## src/qctl_pkg.sv

```systemverilog
`default_nettype none

package qctl_pkg;

	// ----------------------------------------
	// Widths and memory timing
	// ----------------------------------------
	localparam int CMD_WIDTH        = 128;
	localparam int CMD_ADDR_WIDTH   = 16;
	localparam int CMD_READ_LATENCY = 2;

	localparam int ENV_WIDTH       = 24;
	localparam int AMP_WIDTH       = 16;
	localparam int FREQ_WIDTH      = 9;
	localparam int PHASE_WIDTH     = 17;
	localparam int CFG_WIDTH       = 4;
	localparam int ENV_FIELD_WIDTH = 12; // Element envelope start and length
	localparam int SEL_WIDTH       = 2;
	localparam int MODE_WIDTH      = CFG_WIDTH - SEL_WIDTH;

	localparam int CMD_FIFO_DEPTH   = 4;
	localparam int PULSE_FIFO_DEPTH = 4;
	localparam int CMD_CNT_WIDTH    = $clog2(CMD_FIFO_DEPTH + 1);

	// ----------------------------------------
	// Opcodes and field positions
	// ----------------------------------------
	localparam logic [3:0] OP_END   = 4'd0;
	localparam logic [3:0] OP_PULSE = 4'd1;
	localparam logic [3:0] OP_NOP   = 4'd2; // Unknown opcodes behave the same

	localparam int OP_HI    = 127;
	localparam int OP_LO    = 124;
	localparam int CFG_HI   = 123;
	localparam int CFG_LO   = 120;
	localparam int ENV_HI   = 119;
	localparam int ENV_LO   = 96;
	localparam int AMP_HI   = 95;
	localparam int AMP_LO   = 80;
	localparam int FREQ_HI  = 72;
	localparam int FREQ_LO  = 64;
	localparam int PHASE_HI = 48;
	localparam int PHASE_LO = 32;

	// Element select, cfg bits 1:0
	localparam logic [SEL_WIDTH-1:0] ELEM_QDRV = 2'd0;
	localparam logic [SEL_WIDTH-1:0] ELEM_RDRV = 2'd1;
	localparam logic [SEL_WIDTH-1:0] ELEM_RDLO = 2'd2;
	localparam logic [SEL_WIDTH-1:0] ELEM_NONE = 2'd3;

	typedef logic [CMD_WIDTH-1:0] cmd_word_t;

	typedef struct packed {
		logic [SEL_WIDTH-1:0]   elem;
		logic [MODE_WIDTH-1:0]  mode;
		logic [ENV_WIDTH-1:0]   env_word;
		logic [AMP_WIDTH-1:0]   amp;
		logic [FREQ_WIDTH-1:0]  freq;
		logic [PHASE_WIDTH-1:0] phase;
		logic                   last; // End of program marker
	} pulse_cmd_t;

endpackage

`default_nettype wire

```

## src/elem_dispatch.sv

```systemverilog
`default_nettype none

module elem_dispatch (
	input  logic                                 clk,
	input  logic                                 rst,
	input  logic                                 start,
	input  logic                                 pulse_valid,
	output logic                                 pulse_ready,
	input  qctl_pkg::pulse_cmd_t                 pulse,
	output logic                                 done,
	output logic                                 qdrv_stb,
	output logic [qctl_pkg::ENV_FIELD_WIDTH-1:0] qdrv_env_start,
	output logic [qctl_pkg::ENV_FIELD_WIDTH-1:0] qdrv_env_length,
	output logic [qctl_pkg::AMP_WIDTH-1:0]       qdrv_amp,
	output logic [qctl_pkg::FREQ_WIDTH-1:0]      qdrv_freq,
	output logic [qctl_pkg::PHASE_WIDTH-1:0]     qdrv_phase,
	output logic [qctl_pkg::MODE_WIDTH-1:0]      qdrv_mode,
	output logic                                 rdrv_stb,
	output logic [qctl_pkg::ENV_FIELD_WIDTH-1:0] rdrv_env_start,
	output logic [qctl_pkg::ENV_FIELD_WIDTH-1:0] rdrv_env_length,
	output logic [qctl_pkg::AMP_WIDTH-1:0]       rdrv_amp,
	output logic [qctl_pkg::FREQ_WIDTH-1:0]      rdrv_freq,
	output logic [qctl_pkg::PHASE_WIDTH-1:0]     rdrv_phase,
	output logic [qctl_pkg::MODE_WIDTH-1:0]      rdrv_mode,
	output logic                                 rdlo_stb,
	output logic [qctl_pkg::ENV_FIELD_WIDTH-1:0] rdlo_env_start,
	output logic [qctl_pkg::ENV_FIELD_WIDTH-1:0] rdlo_env_length,
	output logic [qctl_pkg::AMP_WIDTH-1:0]       rdlo_amp,
	output logic [qctl_pkg::FREQ_WIDTH-1:0]      rdlo_freq,
	output logic [qctl_pkg::PHASE_WIDTH-1:0]     rdlo_phase,
	output logic [qctl_pkg::MODE_WIDTH-1:0]      rdlo_mode,
	input  logic                                 qdrv_busy,
	input  logic                                 rdrv_busy,
	input  logic                                 rdlo_busy
);

	logic [3:0] busy_vec;
	logic [3:0] stb_vec;
	logic [2:0] sel;
	logic       blocked;
	logic       pop;
	logic       end_pop;
	logic       end_seen;
	logic       idle;
	logic [qctl_pkg::ENV_FIELD_WIDTH-1:0] short_start;
	logic [qctl_pkg::ENV_FIELD_WIDTH-1:0] short_length;

	// Slot 3 is ELEM_NONE, never busy
	assign busy_vec = {1'b0, rdlo_busy, rdrv_busy, qdrv_busy};
	assign stb_vec  = {1'b0, rdlo_stb, rdrv_stb, qdrv_stb};
	assign blocked  = busy_vec[pulse.elem] | stb_vec[pulse.elem];

	assign pulse_ready = pulse.last | !blocked; // Head of line waits, order stays strict
	assign pop         = pulse_valid && pulse_ready && !pulse.last;
	assign end_pop     = pulse_valid && pulse.last;
	assign sel         = pop ? (3'b001 << pulse.elem) : 3'b000;
	assign idle        = !(|busy_vec) && !(|stb_vec);

	// Qubit drive has the narrow 10-bit envelope fields
	assign short_start  = qctl_pkg::ENV_FIELD_WIDTH'(pulse.env_word[9:0]);
	assign short_length = qctl_pkg::ENV_FIELD_WIDTH'(pulse.env_word[21:12]);

	// ----------------------------------------
	// Strobes and done
	// ----------------------------------------
	always_ff @(posedge clk) begin
		if (rst)
			{rdlo_stb, rdrv_stb, qdrv_stb} <= 3'b000;
		else
			{rdlo_stb, rdrv_stb, qdrv_stb} <= sel;
	end

	always_ff @(posedge clk) begin
		if (rst || start) begin
			done     <= 1'b0;
			end_seen <= 1'b0;
		end else begin
			if (end_pop)
				end_seen <= 1'b1;
			if ((end_pop || end_seen) && idle)
				done <= 1'b1; // Held until the next start
		end
	end

	// ----------------------------------------
	// Element field registers
	// ----------------------------------------
	always_ff @(posedge clk) begin
		if (sel[qctl_pkg::ELEM_QDRV]) begin
			qdrv_env_start  <= short_start;
			qdrv_env_length <= short_length;
			qdrv_amp        <= pulse.amp;
			qdrv_freq       <= pulse.freq;
			qdrv_phase      <= pulse.phase;
			qdrv_mode       <= pulse.mode;
		end
		if (sel[qctl_pkg::ELEM_RDRV]) begin
			rdrv_env_start  <= pulse.env_word[11:0];
			rdrv_env_length <= pulse.env_word[23:12];
			rdrv_amp        <= pulse.amp;
			rdrv_freq       <= pulse.freq;
			rdrv_phase      <= pulse.phase;
			rdrv_mode       <= pulse.mode;
		end
		if (sel[qctl_pkg::ELEM_RDLO]) begin
			rdlo_env_start  <= pulse.env_word[11:0];
			rdlo_env_length <= pulse.env_word[23:12];
			rdlo_amp        <= pulse.amp;
			rdlo_freq       <= pulse.freq;
			rdlo_phase      <= pulse.phase;
			rdlo_mode       <= pulse.mode;
		end
	end

	a_one_strobe: assert property (@(posedge clk) disable iff (rst)
		$onehot0({qdrv_stb, rdrv_stb, rdlo_stb}));

endmodule

`default_nettype wire

```

## src/instr_fetch.sv

```systemverilog
`default_nettype none

module instr_fetch (
	input  logic                                  clk,
	input  logic                                  rst,
	input  logic                                  start,
	output logic [qctl_pkg::CMD_ADDR_WIDTH-1:0]   cmd_read_addr,
	output logic                                  cmd_read_en,
	input  qctl_pkg::cmd_word_t                   command,
	input  logic [qctl_pkg::CMD_CNT_WIDTH-1:0]    fifo_count,
	output logic                                  push_valid,
	output qctl_pkg::cmd_word_t                   push_data
);

	logic                                  running;
	logic [qctl_pkg::CMD_ADDR_WIDTH-1:0]   instr_ptr;
	logic [qctl_pkg::CMD_READ_LATENCY-1:0] en_pipe; // One flag per latency stage
	logic [qctl_pkg::CMD_CNT_WIDTH-1:0]    inflight;
	logic [qctl_pkg::CMD_CNT_WIDTH:0]      level;
	logic                                  end_push;

	// ----------------------------------------
	// Credit accounting
	// ----------------------------------------
	always_comb begin
		inflight = '0;
		for (int i = 0; i < qctl_pkg::CMD_READ_LATENCY; i++)
			inflight = inflight + qctl_pkg::CMD_CNT_WIDTH'(en_pipe[i]);
	end

	assign level       = {1'b0, inflight} + {1'b0, fifo_count};
	assign cmd_read_en = running && (level < qctl_pkg::CMD_FIFO_DEPTH);
	assign cmd_read_addr = instr_ptr;

	// Returning data lines up with the oldest flag
	assign push_valid = running && en_pipe[qctl_pkg::CMD_READ_LATENCY-1];
	assign push_data  = command;
	assign end_push   = push_valid &&
		(command[qctl_pkg::OP_HI:qctl_pkg::OP_LO] == qctl_pkg::OP_END);

	// ----------------------------------------
	// Sequencing
	// ----------------------------------------
	always_ff @(posedge clk) begin
		if (rst) begin
			running   <= 1'b0;
			instr_ptr <= '0;
			en_pipe   <= '0;
		end else if (start) begin
			running   <= 1'b1;
			instr_ptr <= '0;
			en_pipe   <= '0;
		end else if (end_push) begin
			running <= 1'b0; // Reads still in flight are dropped
			en_pipe <= '0;
		end else begin
			en_pipe <= {en_pipe[qctl_pkg::CMD_READ_LATENCY-2:0], cmd_read_en};
			if (cmd_read_en)
				instr_ptr <= instr_ptr + 1'b1;
		end
	end

	// Reads in flight never outrun the space left in the command FIFO
	a_credit: assert property (@(posedge clk) disable iff (rst)
		level <= qctl_pkg::CMD_FIFO_DEPTH);

endmodule

`default_nettype wire

```

## src/pulse_decoder.sv

```systemverilog
`default_nettype none

module pulse_decoder (
	input  logic                   clk,
	input  logic                   rst,
	input  logic                   word_valid,
	output logic                   word_ready,
	input  qctl_pkg::cmd_word_t    word,
	output logic                   pulse_valid,
	input  logic                   pulse_ready,
	output qctl_pkg::pulse_cmd_t   pulse
);

	logic [3:0]                      opcode;
	logic [qctl_pkg::CFG_WIDTH-1:0]  cfg;
	logic                            is_end;
	logic                            is_pulse;
	logic                            keep;
	qctl_pkg::pulse_cmd_t            next_pulse;

	assign opcode   = word[qctl_pkg::OP_HI:qctl_pkg::OP_LO];
	assign cfg      = word[qctl_pkg::CFG_HI:qctl_pkg::CFG_LO];
	assign is_end   = (opcode == qctl_pkg::OP_END);
	assign is_pulse = (opcode == qctl_pkg::OP_PULSE) &&
		(cfg[qctl_pkg::SEL_WIDTH-1:0] != qctl_pkg::ELEM_NONE);
	assign keep     = is_end || is_pulse; // Everything else is consumed silently

	// Output stage free or draining this cycle
	assign word_ready = !pulse_valid || pulse_ready;

	always_comb begin
		next_pulse = '0;
		if (is_end) begin
			next_pulse.elem = qctl_pkg::ELEM_NONE;
			next_pulse.last = 1'b1;
		end else begin
			next_pulse.elem     = cfg[qctl_pkg::SEL_WIDTH-1:0];
			next_pulse.mode     = cfg[qctl_pkg::CFG_WIDTH-1:qctl_pkg::SEL_WIDTH];
			next_pulse.env_word = word[qctl_pkg::ENV_HI:qctl_pkg::ENV_LO];
			next_pulse.amp      = word[qctl_pkg::AMP_HI:qctl_pkg::AMP_LO];
			next_pulse.freq     = word[qctl_pkg::FREQ_HI:qctl_pkg::FREQ_LO];
			next_pulse.phase    = word[qctl_pkg::PHASE_HI:qctl_pkg::PHASE_LO];
		end
	end

	always_ff @(posedge clk) begin
		if (rst)
			pulse_valid <= 1'b0;
		else if (word_ready)
			pulse_valid <= word_valid && keep;
	end

	always_ff @(posedge clk) begin
		if (word_ready && word_valid && keep)
			pulse <= next_pulse;
	end

endmodule

`default_nettype wire

```

## src/qctl_core.sv

```systemverilog
`default_nettype none

module qctl_core (
	input  logic                                 clk,
	input  logic                                 rst,
	input  logic                                 start,
	output logic [qctl_pkg::CMD_ADDR_WIDTH-1:0]  cmd_read_addr,
	output logic                                 cmd_read_en,
	input  qctl_pkg::cmd_word_t                  command,
	output logic                                 done,
	output logic                                 qdrv_stb,
	output logic [qctl_pkg::ENV_FIELD_WIDTH-1:0] qdrv_env_start,
	output logic [qctl_pkg::ENV_FIELD_WIDTH-1:0] qdrv_env_length,
	output logic [qctl_pkg::AMP_WIDTH-1:0]       qdrv_amp,
	output logic [qctl_pkg::FREQ_WIDTH-1:0]      qdrv_freq,
	output logic [qctl_pkg::PHASE_WIDTH-1:0]     qdrv_phase,
	output logic [qctl_pkg::MODE_WIDTH-1:0]      qdrv_mode,
	output logic                                 rdrv_stb,
	output logic [qctl_pkg::ENV_FIELD_WIDTH-1:0] rdrv_env_start,
	output logic [qctl_pkg::ENV_FIELD_WIDTH-1:0] rdrv_env_length,
	output logic [qctl_pkg::AMP_WIDTH-1:0]       rdrv_amp,
	output logic [qctl_pkg::FREQ_WIDTH-1:0]      rdrv_freq,
	output logic [qctl_pkg::PHASE_WIDTH-1:0]     rdrv_phase,
	output logic [qctl_pkg::MODE_WIDTH-1:0]      rdrv_mode,
	output logic                                 rdlo_stb,
	output logic [qctl_pkg::ENV_FIELD_WIDTH-1:0] rdlo_env_start,
	output logic [qctl_pkg::ENV_FIELD_WIDTH-1:0] rdlo_env_length,
	output logic [qctl_pkg::AMP_WIDTH-1:0]       rdlo_amp,
	output logic [qctl_pkg::FREQ_WIDTH-1:0]      rdlo_freq,
	output logic [qctl_pkg::PHASE_WIDTH-1:0]     rdlo_phase,
	output logic [qctl_pkg::MODE_WIDTH-1:0]      rdlo_mode,
	input  logic                                 qdrv_busy,
	input  logic                                 rdrv_busy,
	input  logic                                 rdlo_busy
);

	wire                                    cmd_push_valid;
	wire qctl_pkg::cmd_word_t               cmd_push_data;
	wire [qctl_pkg::CMD_CNT_WIDTH-1:0]      cmd_count;
	wire                                    word_valid;
	wire                                    word_ready;
	wire qctl_pkg::cmd_word_t               word;
	wire                                    dec_valid;
	wire                                    dec_ready;
	wire qctl_pkg::pulse_cmd_t              dec_pulse;
	wire                                    pulse_valid;
	wire                                    pulse_ready;
	wire qctl_pkg::pulse_cmd_t              pulse;

	instr_fetch u_fetch (
		.clk           (clk),
		.rst           (rst),
		.start         (start),
		.cmd_read_addr (cmd_read_addr),
		.cmd_read_en   (cmd_read_en),
		.command       (command),
		.fifo_count    (cmd_count),
		.push_valid    (cmd_push_valid),
		.push_data     (cmd_push_data)
	);

	// Fetch throttles on count, so in_ready is not needed upstream
	sync_fifo #(
		.T     (qctl_pkg::cmd_word_t),
		.DEPTH (qctl_pkg::CMD_FIFO_DEPTH)
	) u_cmd_fifo (
		.clk       (clk),
		.rst       (rst),
		.in_valid  (cmd_push_valid),
		.in_ready  (),
		.in_data   (cmd_push_data),
		.out_valid (word_valid),
		.out_ready (word_ready),
		.out_data  (word),
		.count     (cmd_count)
	);

	pulse_decoder u_decoder (
		.clk         (clk),
		.rst         (rst),
		.word_valid  (word_valid),
		.word_ready  (word_ready),
		.word        (word),
		.pulse_valid (dec_valid),
		.pulse_ready (dec_ready),
		.pulse       (dec_pulse)
	);

	sync_fifo #(
		.T     (qctl_pkg::pulse_cmd_t),
		.DEPTH (qctl_pkg::PULSE_FIFO_DEPTH)
	) u_pulse_fifo (
		.clk       (clk),
		.rst       (rst),
		.in_valid  (dec_valid),
		.in_ready  (dec_ready),
		.in_data   (dec_pulse),
		.out_valid (pulse_valid),
		.out_ready (pulse_ready),
		.out_data  (pulse),
		.count     ()
	);

	elem_dispatch u_dispatch (
		.clk             (clk),
		.rst             (rst),
		.start           (start),
		.pulse_valid     (pulse_valid),
		.pulse_ready     (pulse_ready),
		.pulse           (pulse),
		.done            (done),
		.qdrv_stb        (qdrv_stb),
		.qdrv_env_start  (qdrv_env_start),
		.qdrv_env_length (qdrv_env_length),
		.qdrv_amp        (qdrv_amp),
		.qdrv_freq       (qdrv_freq),
		.qdrv_phase      (qdrv_phase),
		.qdrv_mode       (qdrv_mode),
		.rdrv_stb        (rdrv_stb),
		.rdrv_env_start  (rdrv_env_start),
		.rdrv_env_length (rdrv_env_length),
		.rdrv_amp        (rdrv_amp),
		.rdrv_freq       (rdrv_freq),
		.rdrv_phase      (rdrv_phase),
		.rdrv_mode       (rdrv_mode),
		.rdlo_stb        (rdlo_stb),
		.rdlo_env_start  (rdlo_env_start),
		.rdlo_env_length (rdlo_env_length),
		.rdlo_amp        (rdlo_amp),
		.rdlo_freq       (rdlo_freq),
		.rdlo_phase      (rdlo_phase),
		.rdlo_mode       (rdlo_mode),
		.qdrv_busy       (qdrv_busy),
		.rdrv_busy       (rdrv_busy),
		.rdlo_busy       (rdlo_busy)
	);

endmodule

`default_nettype wire

```

## src/sync_fifo.sv

```systemverilog
`default_nettype none

module sync_fifo #(
	parameter type T   = logic [7:0],
	parameter int DEPTH = 4
) (
	input  logic                         clk,
	input  logic                         rst,
	input  logic                         in_valid,
	output logic                         in_ready,
	input  T                             in_data,
	output logic                         out_valid,
	input  logic                         out_ready,
	output T                             out_data,
	output logic [$clog2(DEPTH+1)-1:0]   count
);

	localparam int PTR_W = (DEPTH > 1) ? $clog2(DEPTH) : 1;
	localparam int CNT_W = $clog2(DEPTH + 1);

	T mem [DEPTH];
	logic [PTR_W-1:0] wr_ptr;
	logic [PTR_W-1:0] rd_ptr;
	logic push;
	logic pop;

	assign in_ready  = (count != CNT_W'(DEPTH));
	assign out_valid = (count != '0);
	assign out_data  = mem[rd_ptr];
	assign push      = in_valid && in_ready;
	assign pop       = out_valid && out_ready;

	always_ff @(posedge clk) begin
		if (push)
			mem[wr_ptr] <= in_data;
	end

	always_ff @(posedge clk) begin
		if (rst) begin
			wr_ptr <= '0;
			rd_ptr <= '0;
			count  <= '0;
		end else begin
			if (push)
				wr_ptr <= (wr_ptr == PTR_W'(DEPTH - 1)) ? '0 : wr_ptr + 1'b1;
			if (pop)
				rd_ptr <= (rd_ptr == PTR_W'(DEPTH - 1)) ? '0 : rd_ptr + 1'b1;
			if (push && !pop)
				count <= count + 1'b1;
			else if (pop && !push)
				count <= count - 1'b1;
		end
	end

	// A write offered while full waits unchanged until it is taken
	a_no_write_full: assert property (@(posedge clk) disable iff (rst)
		(in_valid && !in_ready) |=> (in_valid && $stable(in_data)));

	// Occupancy agrees with the pointer distance
	a_count_max: assert property (@(posedge clk) disable iff (rst)
		count <= CNT_W'(DEPTH) &&
		(int'(count) % DEPTH) == ((int'(wr_ptr) + DEPTH - int'(rd_ptr)) % DEPTH));

endmodule

`default_nettype wire
```

## config.mk

```make
export PLATFORM = sky130hd
export DESIGN_NAME = qctl_core
export DESIGN_NICKNAME = d
export VERILOG_FILES = /design/src/qctl_pkg.sv /design/src/elem_dispatch.sv /design/src/instr_fetch.sv /design/src/pulse_decoder.sv /design/src/qctl_core.sv /design/src/sync_fifo.sv
export SDC_FILE = /design/constraint.sdc
export NUM_CORES = 1
export LEC_CHECK = 0
export BUFFER_PORTS_ARGS = -buffer_cell sky130_fd_sc_hd__buf_2
export CORE_UTILIZATION = 35
export DETAILED_ROUTE_END_ITERATION = 16
export PLACE_DENSITY_LB_ADDON = 0.25
export SLEW_MARGIN = 20
export SYNTH_ARGS = -nofsm -noshare
export SYNTH_HDL_FRONTEND = slang
export SYNTH_SLANG_ARGS = --single-unit
```

## constraint.sdc

```tcl
create_clock -name clk -period 10.1 [get_ports clk]
set_input_delay 2.02 -clock clk [delete_from_list [all_inputs] [get_ports clk]]
set_output_delay 2.02 -clock clk [all_outputs]
set_load 0.03 [all_outputs]
```

==> metrics list, run 1 <==
* Worst stage delay on the critical path: 790 ps
- Measured against its own limit, the worst slew margin works out to 34.4%.
- Averaged over all synthesized cells, the footprint is 23.2 um2.
- Final Util: 42.2%
* Highest net fanout along the worst path: 48
* Layout filler cell count: approximately 7700
- For this block, the initial DRC count from the detailed router was 645.
- Cell area after synthesis: 31500 um2
* TritonCTS clock tree: built
* Cell depth of the worst hold path: 2
* Max frequency: about 220 MHz
- After detailed routing, the total wire length is approximately 64 mm.
- Worst setup SP type: register
- Arrival time reported for the critical path endpoint: just under 5000 ps
- Net count reported at finish: 1875
- First-pass GRT wire length: 93.6 mm
- Summed over all cells, the static leakage comes to roughly 12 nW.
- Traced cell by cell, the critical path runs through buf_4 -> mux4_2 -> or3_1 -> nor2_4 -> buf_4.
- Power Density: between 200 and 300 nW/um2
- The routed design could run at a clock period as short as 4550 ps.
* Pin count of the biggest net entering global routing: 51
* Outcome: finished clean
* Horiz. Die Dim: 302 um
- The worst hold path terminates at u_dispatch.done.
* Average wire length per cell after detail routing: 21.5 um
- WS Path Type: register to register
* Initial core utilization: 35.5%
* Register bit count reported by yosys: around 890
- Placeable Area: 88800 um2
- Clock-pin slew was measured on the worst setup and hold paths at 60 ps.
- Final GP Congestion: 0.696
- Counting every instance in the synthesized netlist gives around 1400.
- The number of clock buffers added by TritonCTS is 93.
- CTS saw roughly 890 sinks.
- Unrepaired setup endpoints after global routing: no
- Post-cts sizing count: 0
- Overall via count from detail_route: 14100
- Relative area change from synthesis to final layout: 18.9%
- Synth Flop Type: sky130_fd_sc_hd__edfxtp_1
- Worst-case vdd ir drop: 0.166 mV
- The number of hold violations in the final report came to 0.
- Required time at the worst-slack endpoint: 10360 ps
- Floorplan die area: around 90000 um2
- Total gr overflow: 0
- Slowest cell on the critical path: sky130_fd_sc_hd__nor2_4
* Clock latency at the later pin of the worst-skew pair: 650 ps
* Setup slack on the worst flop-to-flop path: 5550 ps
- In the routed design, unresolved DRC markers number 0.
* Number of pins exceeding their max-slew limit in the final report: 0
* Boundary pin count: 359
- YS warnings: 0
- The detail route stage leaves a number of antenna-violating nets equal to 0.
- The clock passes through at most 3 buffers.
* Worst hold-check path type: register to register
- Global routing usage summed across all routing layers: 14.0%
- Sequential area share after synthesis: 83.7%
* Final clock skew: 35.7 ps
- Number of rows created at floorplan: 109
* Distinct cell type count after synthesis: 41
* Part of the cycle the worst path needs: approximately 45%
- Share of synthesized registers carrying an async set or reset: 0%
- CTS placed an instance of sky130_fd_sc_hd__clkbuf_16 at the clock tree root.
* Antenna violations before repair: 12
- The number of global-route vias before repair came to 15100.
- The library cell used most frequently in the layout, excluding fill and tap cells, is sky130_fd_sc_hd__edfxtp_1.
* CTS hold repair buffers: 0
- The first detailed-routing pass ran for 4 iterations.
* Fin Setup TNS: 0 ps
- For the pin with the worst max-slew slack, the measured transition is 982 ps.
* Endpoint of the most critical register-to-register path: u_dispatch.rdrv_env_length[9]
- Cell count of the worst reg-to-reg path: 5
- Number of setup violations in the final report: 0
- Min-delay src: u_dispatch.done
- Broken down by cell family, the worst path's largest delay share belongs to buffers and inverters.
* Y dimension of the die: 302 um
- CTS built an H-tree with a depth of 3.
* Detailed placer's ending HPWL: 36.5 mm
- The cell that appears most often on the critical path is sky130_fd_sc_hd__buf_4.
- STA classifies the critical path endpoint as a register.
- Dividing the detail-routed via count by the number of cells gives between 4 and 5.
* Most frequent cells in the layout: sky130_fd_sc_hd__edfxtp_1, sky130_fd_sc_hd__buf_2, sky130_fd_sc_hd__mux4_2
- Across the run, the number of max-cap violations was 0.
- In the final layout, the share of cells above drive strength 1 is 34.1%.
* Count of port buffers added during placement: 300
- Post-CTS timing repair inserted 0 buffers for setup.
- Number of enable-type register cells in the synthesized netlist: approximately 850
- Combined buffer and inverter count along the critical path: 2
## flip-flops by register name (all words and copies together) (netlist names), 16 cells and up, named ones only
register,flops
u_dispatch.qdrv_amp,16
u_dispatch.rdrv_amp,16
u_dispatch.qdrv_phase,17
u_pulse_fifo.mem,284
u_cmd_fifo.mem,296
u_fetch.cmd_read_addr,16
u_dispatch.rdlo_phase,17
u_dispatch.rdlo_amp,16
u_decoder.pulse,71
u_dispatch.rdrv_phase,17
## where the power goes
part | total [mW] | leakage (nW) | switching, mW | internal [mW]
logic | 1.53 | 2.74 | 0.882 | 0.649
registers | 4.89 | 8.03 | 0.247 | 4.64
clock network | 3.33 | 1.46 | 1.38 | 1.96
## worst max-delay path by stage
stage                     slack (ps)                            end  startpoint  depth (start not counted)
after global placement          5510  u_dispatch.rdrv_env_length[2]    register                          5
after detailed placement        5420  u_dispatch.rdrv_env_length[2]    register                          5
after global routing            5280  u_dispatch.rdrv_env_length[9]    register                          5
after CTS                       5480  u_dispatch.rdrv_env_length[6]    register                          5
final                           5550  u_dispatch.rdrv_env_length[9]    register                          5
after floorplan                  690         u_dispatch.rdlo_amp[0]   rdlo_busy                          3
## metal layers
layer,share of wire (%),vias to the layer above,GRT usage [%]
li1,-,6280,-
met1,41,7364,16.8
met3,4.9,112,3.16
met2,52,300,24.6
met5,0.080,-,0
met4,2.5,8,4.74
## cell families (layout without fill, tap and decap cells)
family / Yosys count / in the layout / synth area share (%)
other: 1 / 8 / 0.0119
buffers and inverters: 64 / 502 / 0.885
AOI/OAI and AO/OA: 44 / 44 / 0.793
and+or+nand+nor: 178 / 178 / 3.16
xor gates and xnor gates: 8 / 8 / 0.222
DFF: 894 / 894 / 83.7
muxes: 152 / 152 / 10.5
adders and majority gates: 17 / 17 / 0.722
## tightest hold or removal path, cell delays in order (launching register included)
cell and delay, ps:
sky130_fd_sc_hd__dfxtp_1 320, sky130_fd_sc_hd__nor2_1 50, sky130_fd_sc_hd__nor2_1 70
## per-stage QoR
stage	instance area (um2)	power, mW	setup WS (ps)	hold slack [ps]	cells
final	37500	9.75	5550	468	2968
after global routing	37500	10.2	5280	497	2968
after CTS	37500	9.93	5480	477	2964
after detailed placement	34500	6.57	5420	461	2794
after global placement	34500	6.51	5510	461	2794
after floorplan	31600	6.01	686	424	1361
## final cells by class
type | count | area [um2] | area share, %
inverters | 13 | 51.3 | 0.137
multi-input cells | 403 | 4910 | 13.1
clock inverters | 57 | 561 | 1.49
clock buffers | 113 | 2440 | 6.52
repair buffers | 319 | 1640 | 4.38
flip-flops and latches | 894 | 26400 | 70.5
well taps | 1165 | 1460 | 3.89
diodes | 4 | 10.0 | 0.0267
## cell usage after synthesis, types with 4 or more instances
| cell type | count | area [um2] |
|---|---|---|
| sky130_fd_sc_hd__a21oi_1 | 23 | 115 |
| sky130_fd_sc_hd__and2_1 | 11 | 68.8 |
| sky130_fd_sc_hd__buf_1 | 11 | 41.3 |
| sky130_fd_sc_hd__buf_2 | 13 | 65.1 |
| sky130_fd_sc_hd__buf_4 | 4 | 30.0 |
| sky130_fd_sc_hd__clkbuf_1 | 22 | 82.6 |
| sky130_fd_sc_hd__dfxtp_1 | 43 | 861 |
| sky130_fd_sc_hd__edfxtp_1 | 851 | 25600 |
| sky130_fd_sc_hd__ha_1 | 15 | 188 |
| sky130_fd_sc_hd__inv_1 | 13 | 48.8 |
| sky130_fd_sc_hd__mux2i_1 | 9 | 90.1 |
| sky130_fd_sc_hd__mux4_2 | 142 | 3200 |
| sky130_fd_sc_hd__nand2_1 | 11 | 41.3 |
| sky130_fd_sc_hd__nand3_1 | 12 | 60.1 |
| sky130_fd_sc_hd__nand4_1 | 5 | 31.3 |
| sky130_fd_sc_hd__nor2_1 | 34 | 128 |
| sky130_fd_sc_hd__nor2b_1 | 69 | 432 |
| sky130_fd_sc_hd__nor3_1 | 6 | 30.0 |
| sky130_fd_sc_hd__nor4_1 | 6 | 37.5 |
| sky130_fd_sc_hd__o21ai_0 | 10 | 50.1 |
| sky130_fd_sc_hd__o31ai_1 | 4 | 30.0 |
| sky130_fd_sc_hd__or3_1 | 13 | 81.3 |
| sky130_fd_sc_hd__xor2_1 | 7 | 61.3 |
Note: power is estimated with default switching activity, not from simulation.
==> inputs of run 2 (changes only) <==
clock period = 4.15 ns   (was 10.1 ns; I/O delays follow)
==> run 2 against run 1 <==
Net effect:
- worst setup slack lost 4400 ps
- global-route usage up 0.30 points
- wire length up 1.8%
- register-to-register slack worse by 4400 ps
- sequential share of layout area fell by 0.86 points
- maximum frequency increased by 52%
- final area grew 1.2%
- clock skew grew 3.9 ps
- critical path type unchanged
- largest cell class unchanged
- largest power group unchanged
- highest routed layer unchanged
==> metrics list, run 2 (synthesis gave the netlist of run 1 again) <==
- Leaving out fill and tap cells, the most frequent cell in the layout is sky130_fd_sc_hd__edfxtp_1.
- Clock-pin slew was measured on the worst setup and hold paths at 60 ps.
- Measured along the y axis, the die boundary spans 302 um.
- CTS Buf Count: 95
- At the pin with the least slew margin, the transition time is 875 ps.
- Total gr overflow: 0
* Final clock skew: 39.6 ps
- The first global-routing pass estimated between 90 and 100 mm of wire.
- The number of hold violations in the final report came to 0.
- Measured along the x axis, the die boundary spans 302 um.
- TritonCTS built the clock tree.
- Largest register FFs: 296
- STA classifies the critical path endpoint as a register.
* Endpoint of the most critical register-to-register path: u_dispatch.qdrv_env_start[5]
- Once placement finished, the instance area stood at 34700 um2.
- The worst setup path is of the register to register kind.
* Highest net fanout along the worst path: 34
- Max_cap viols: 0
- Antenna violations before repair: 16
- Post-placement setup slack: 1090 ps
* Fin Setup TNS: 0 ps
- After clock tree synthesis, the repair step resized 0 gates.
- At the later pin of the worst-skew pair, clock insertion delay measures approximately 650 ps.
* Power Density: between 600 and 700 nW/um2
* Number of violations reported at the end of detailed-routing iteration 0: 832
- Counting I/O delays and the setup requirement, the final critical path takes 2990 ps.
- Most frequent cells in the layout: sky130_fd_sc_hd__edfxtp_1, sky130_fd_sc_hd__buf_2, sky130_fd_sc_hd__mux4_2
- Registers with the highest flip-flop counts: u_cmd_fifo.mem: 296 flops, u_pulse_fifo.mem: 284 flops, u_decoder.pulse: 71 flops
- Cell count of the worst reg-to-reg path: 4
* Final ANT Viol Nets: 0
- Of the available clock period, the critical path in the final layout requires 72.1%.
- Unrepaired setup endpoints after global routing: no
- Leakage power summed over all cells: 12.4 nW
* Average wire length per cell after detail routing: 21.7 um
- Register with the most flip-flops: u_cmd_fifo.mem
- Buffers inserted by post-CTS timing repair: 0
* CTS H-tree depth: 3
- During I/O placement, the number of pins put on the boundary was around 360.
- Number of setup violations in the final report: 0
- The run finished with clean final reports.
- Across the whole layout, storage elements account for 26400 um2.
- Vias/cell: 4.75
* Root Buffer: sky130_fd_sc_hd__clkbuf_16
- CTS hold repair buffers: 0
* Relative area change from synthesis to final layout: 20.4%
* Placeable Area: 88800 um2
- Worst setup SP type: register
* Clock sink total: 894
- Required time at the worst-slack endpoint: 4470 ps
* Worst-case vdd ir drop: 0.323 mV
- Based on the critical path, the design can be clocked at up to approximately 330 MHz.
- Pre-antenna DRT Iters: 5
* Min-delay src: command[123]
* Overall via count from detail_route: 14200
* Fraction of final layout cells with drive strength greater than 1: 35.3%
- Worst hold-check path type: primary input to register
- Pin count of the biggest net entering global routing: 50
- The initial utilization of the core area, before any placement, comes to 35.5%.
- The setup check on the worst reg-to-reg path leaves a slack of between 1000 and 1500 ps.
* Net count reported at finish: 1891
- Drc violations: 0
- Layout filler cell count: 7588
- Area of the multi-input gates: 4920 um2
- Across every metal layer, demand over resource in global routing totals between 10% and 20%.
* Longest Clk Path Bufs: 3
- Summed over all layers, the routed wires come to about 65 mm.
* Floorplan die area: a little over 90000 um2
- The path with the worst hold slack has its endpoint at u_cmd_fifo.mem[1][123].
* Post-route setup slack: 1160 ps
- The finished cells cover 38000 um2.
- The congestion estimate from routability-driven global placement came to approximately 0.69.
- In this run the tightest slew margin relative to its limit is 41.7%.
- Buffers placed on the I/O ports in this run total 300.
- Number of pins exceeding their max-slew limit in the final report: 0
- The number of global-route vias before repair is 14900.
- Cell depth of the worst hold path: 1
- Row generation in the floorplan step produced 109 rows.
- Detailed placer's ending HPWL: 38.5 mm
- Arrival time reported for the critical path endpoint: approximately 3300 ps
## run 2: cell count changes in the layout (fill, tap and decap cells not counted), sizes merged
| cell | delta |
|---|---|
| clkinv | -9 |
| bufinv | +3 |
| buf | +14 |
| clkbuf | +9 |
| inv | +7 |
## run 2: critical path, cell delays in order (launching register included)
cell	delay [ps]
sky130_fd_sc_hd__dfxtp_4	510
sky130_fd_sc_hd__mux4_2	640
sky130_fd_sc_hd__or3_1	530
sky130_fd_sc_hd__nor2_4	600
sky130_fd_sc_hd__buf_12	290
## run 2: area by class of cell
class | instances | share of cell area [%]
flip-flops and latches | 894 | 69.6
multi-input cells | 403 | 12.9
clock buffers | 122 | 6.63
repair buffers | 333 | 4.91
well taps | 1165 | 3.84
clock inverters | 58 | 1.90
inverters | 13 | 0.135
diodes | 4 | 0.0264
## run 2: how the worst max path moves through the flow
stage | start | to | slack [ps]
2_1_floorplan | rdlo_busy | u_dispatch.rdlo_amp[0] | 410
3_3_place_gp | rdlo_busy | u_pulse_fifo.count[2] | 1040
3_5_place_dp | rdlo_busy | u_pulse_fifo.count[2] | 1090
4_1_cts | register | u_dispatch.qdrv_env_start[5] | 1110
5_1_grt | register | u_pulse_fifo.count[2] | 970
6_report | register | u_dispatch.qdrv_env_start[5] | 1160
## run 2: layer usage
layer | routed length, um | part of all wire, % | global-route usage, % | vias up
met2 | 33300 | 51 | 24.5 | 321
li1 | - | - | - | 6327
met5 | 109 | 0.17 | 0 | -
met4 | 1530 | 2.3 | 5.25 | 16
met1 | 26600 | 41 | 17.5 | 7430
met3 | 3460 | 5.3 | 3.36 | 114
## run 2: through the flow
stage,hold slack (ps),cells,power (mW),utilization [%]
global placement,452,2808,16.0,39.1
global route,346,2991,25.4,42.8
finish,385,2992,24.3,42.8
CTS,330,2988,24.7,42.8
floorplan,424,1361,14.6,-
detailed placement,451,2808,16.1,39.1
## run 2: power by group
group	switching [mW]	leakage, nW	total [mW]	internal (mW)
clock network	3.49	1.57	8.59	5.10
logic	2.29	2.84	3.94	1.65
registers	0.488	8.03	11.8	11.3
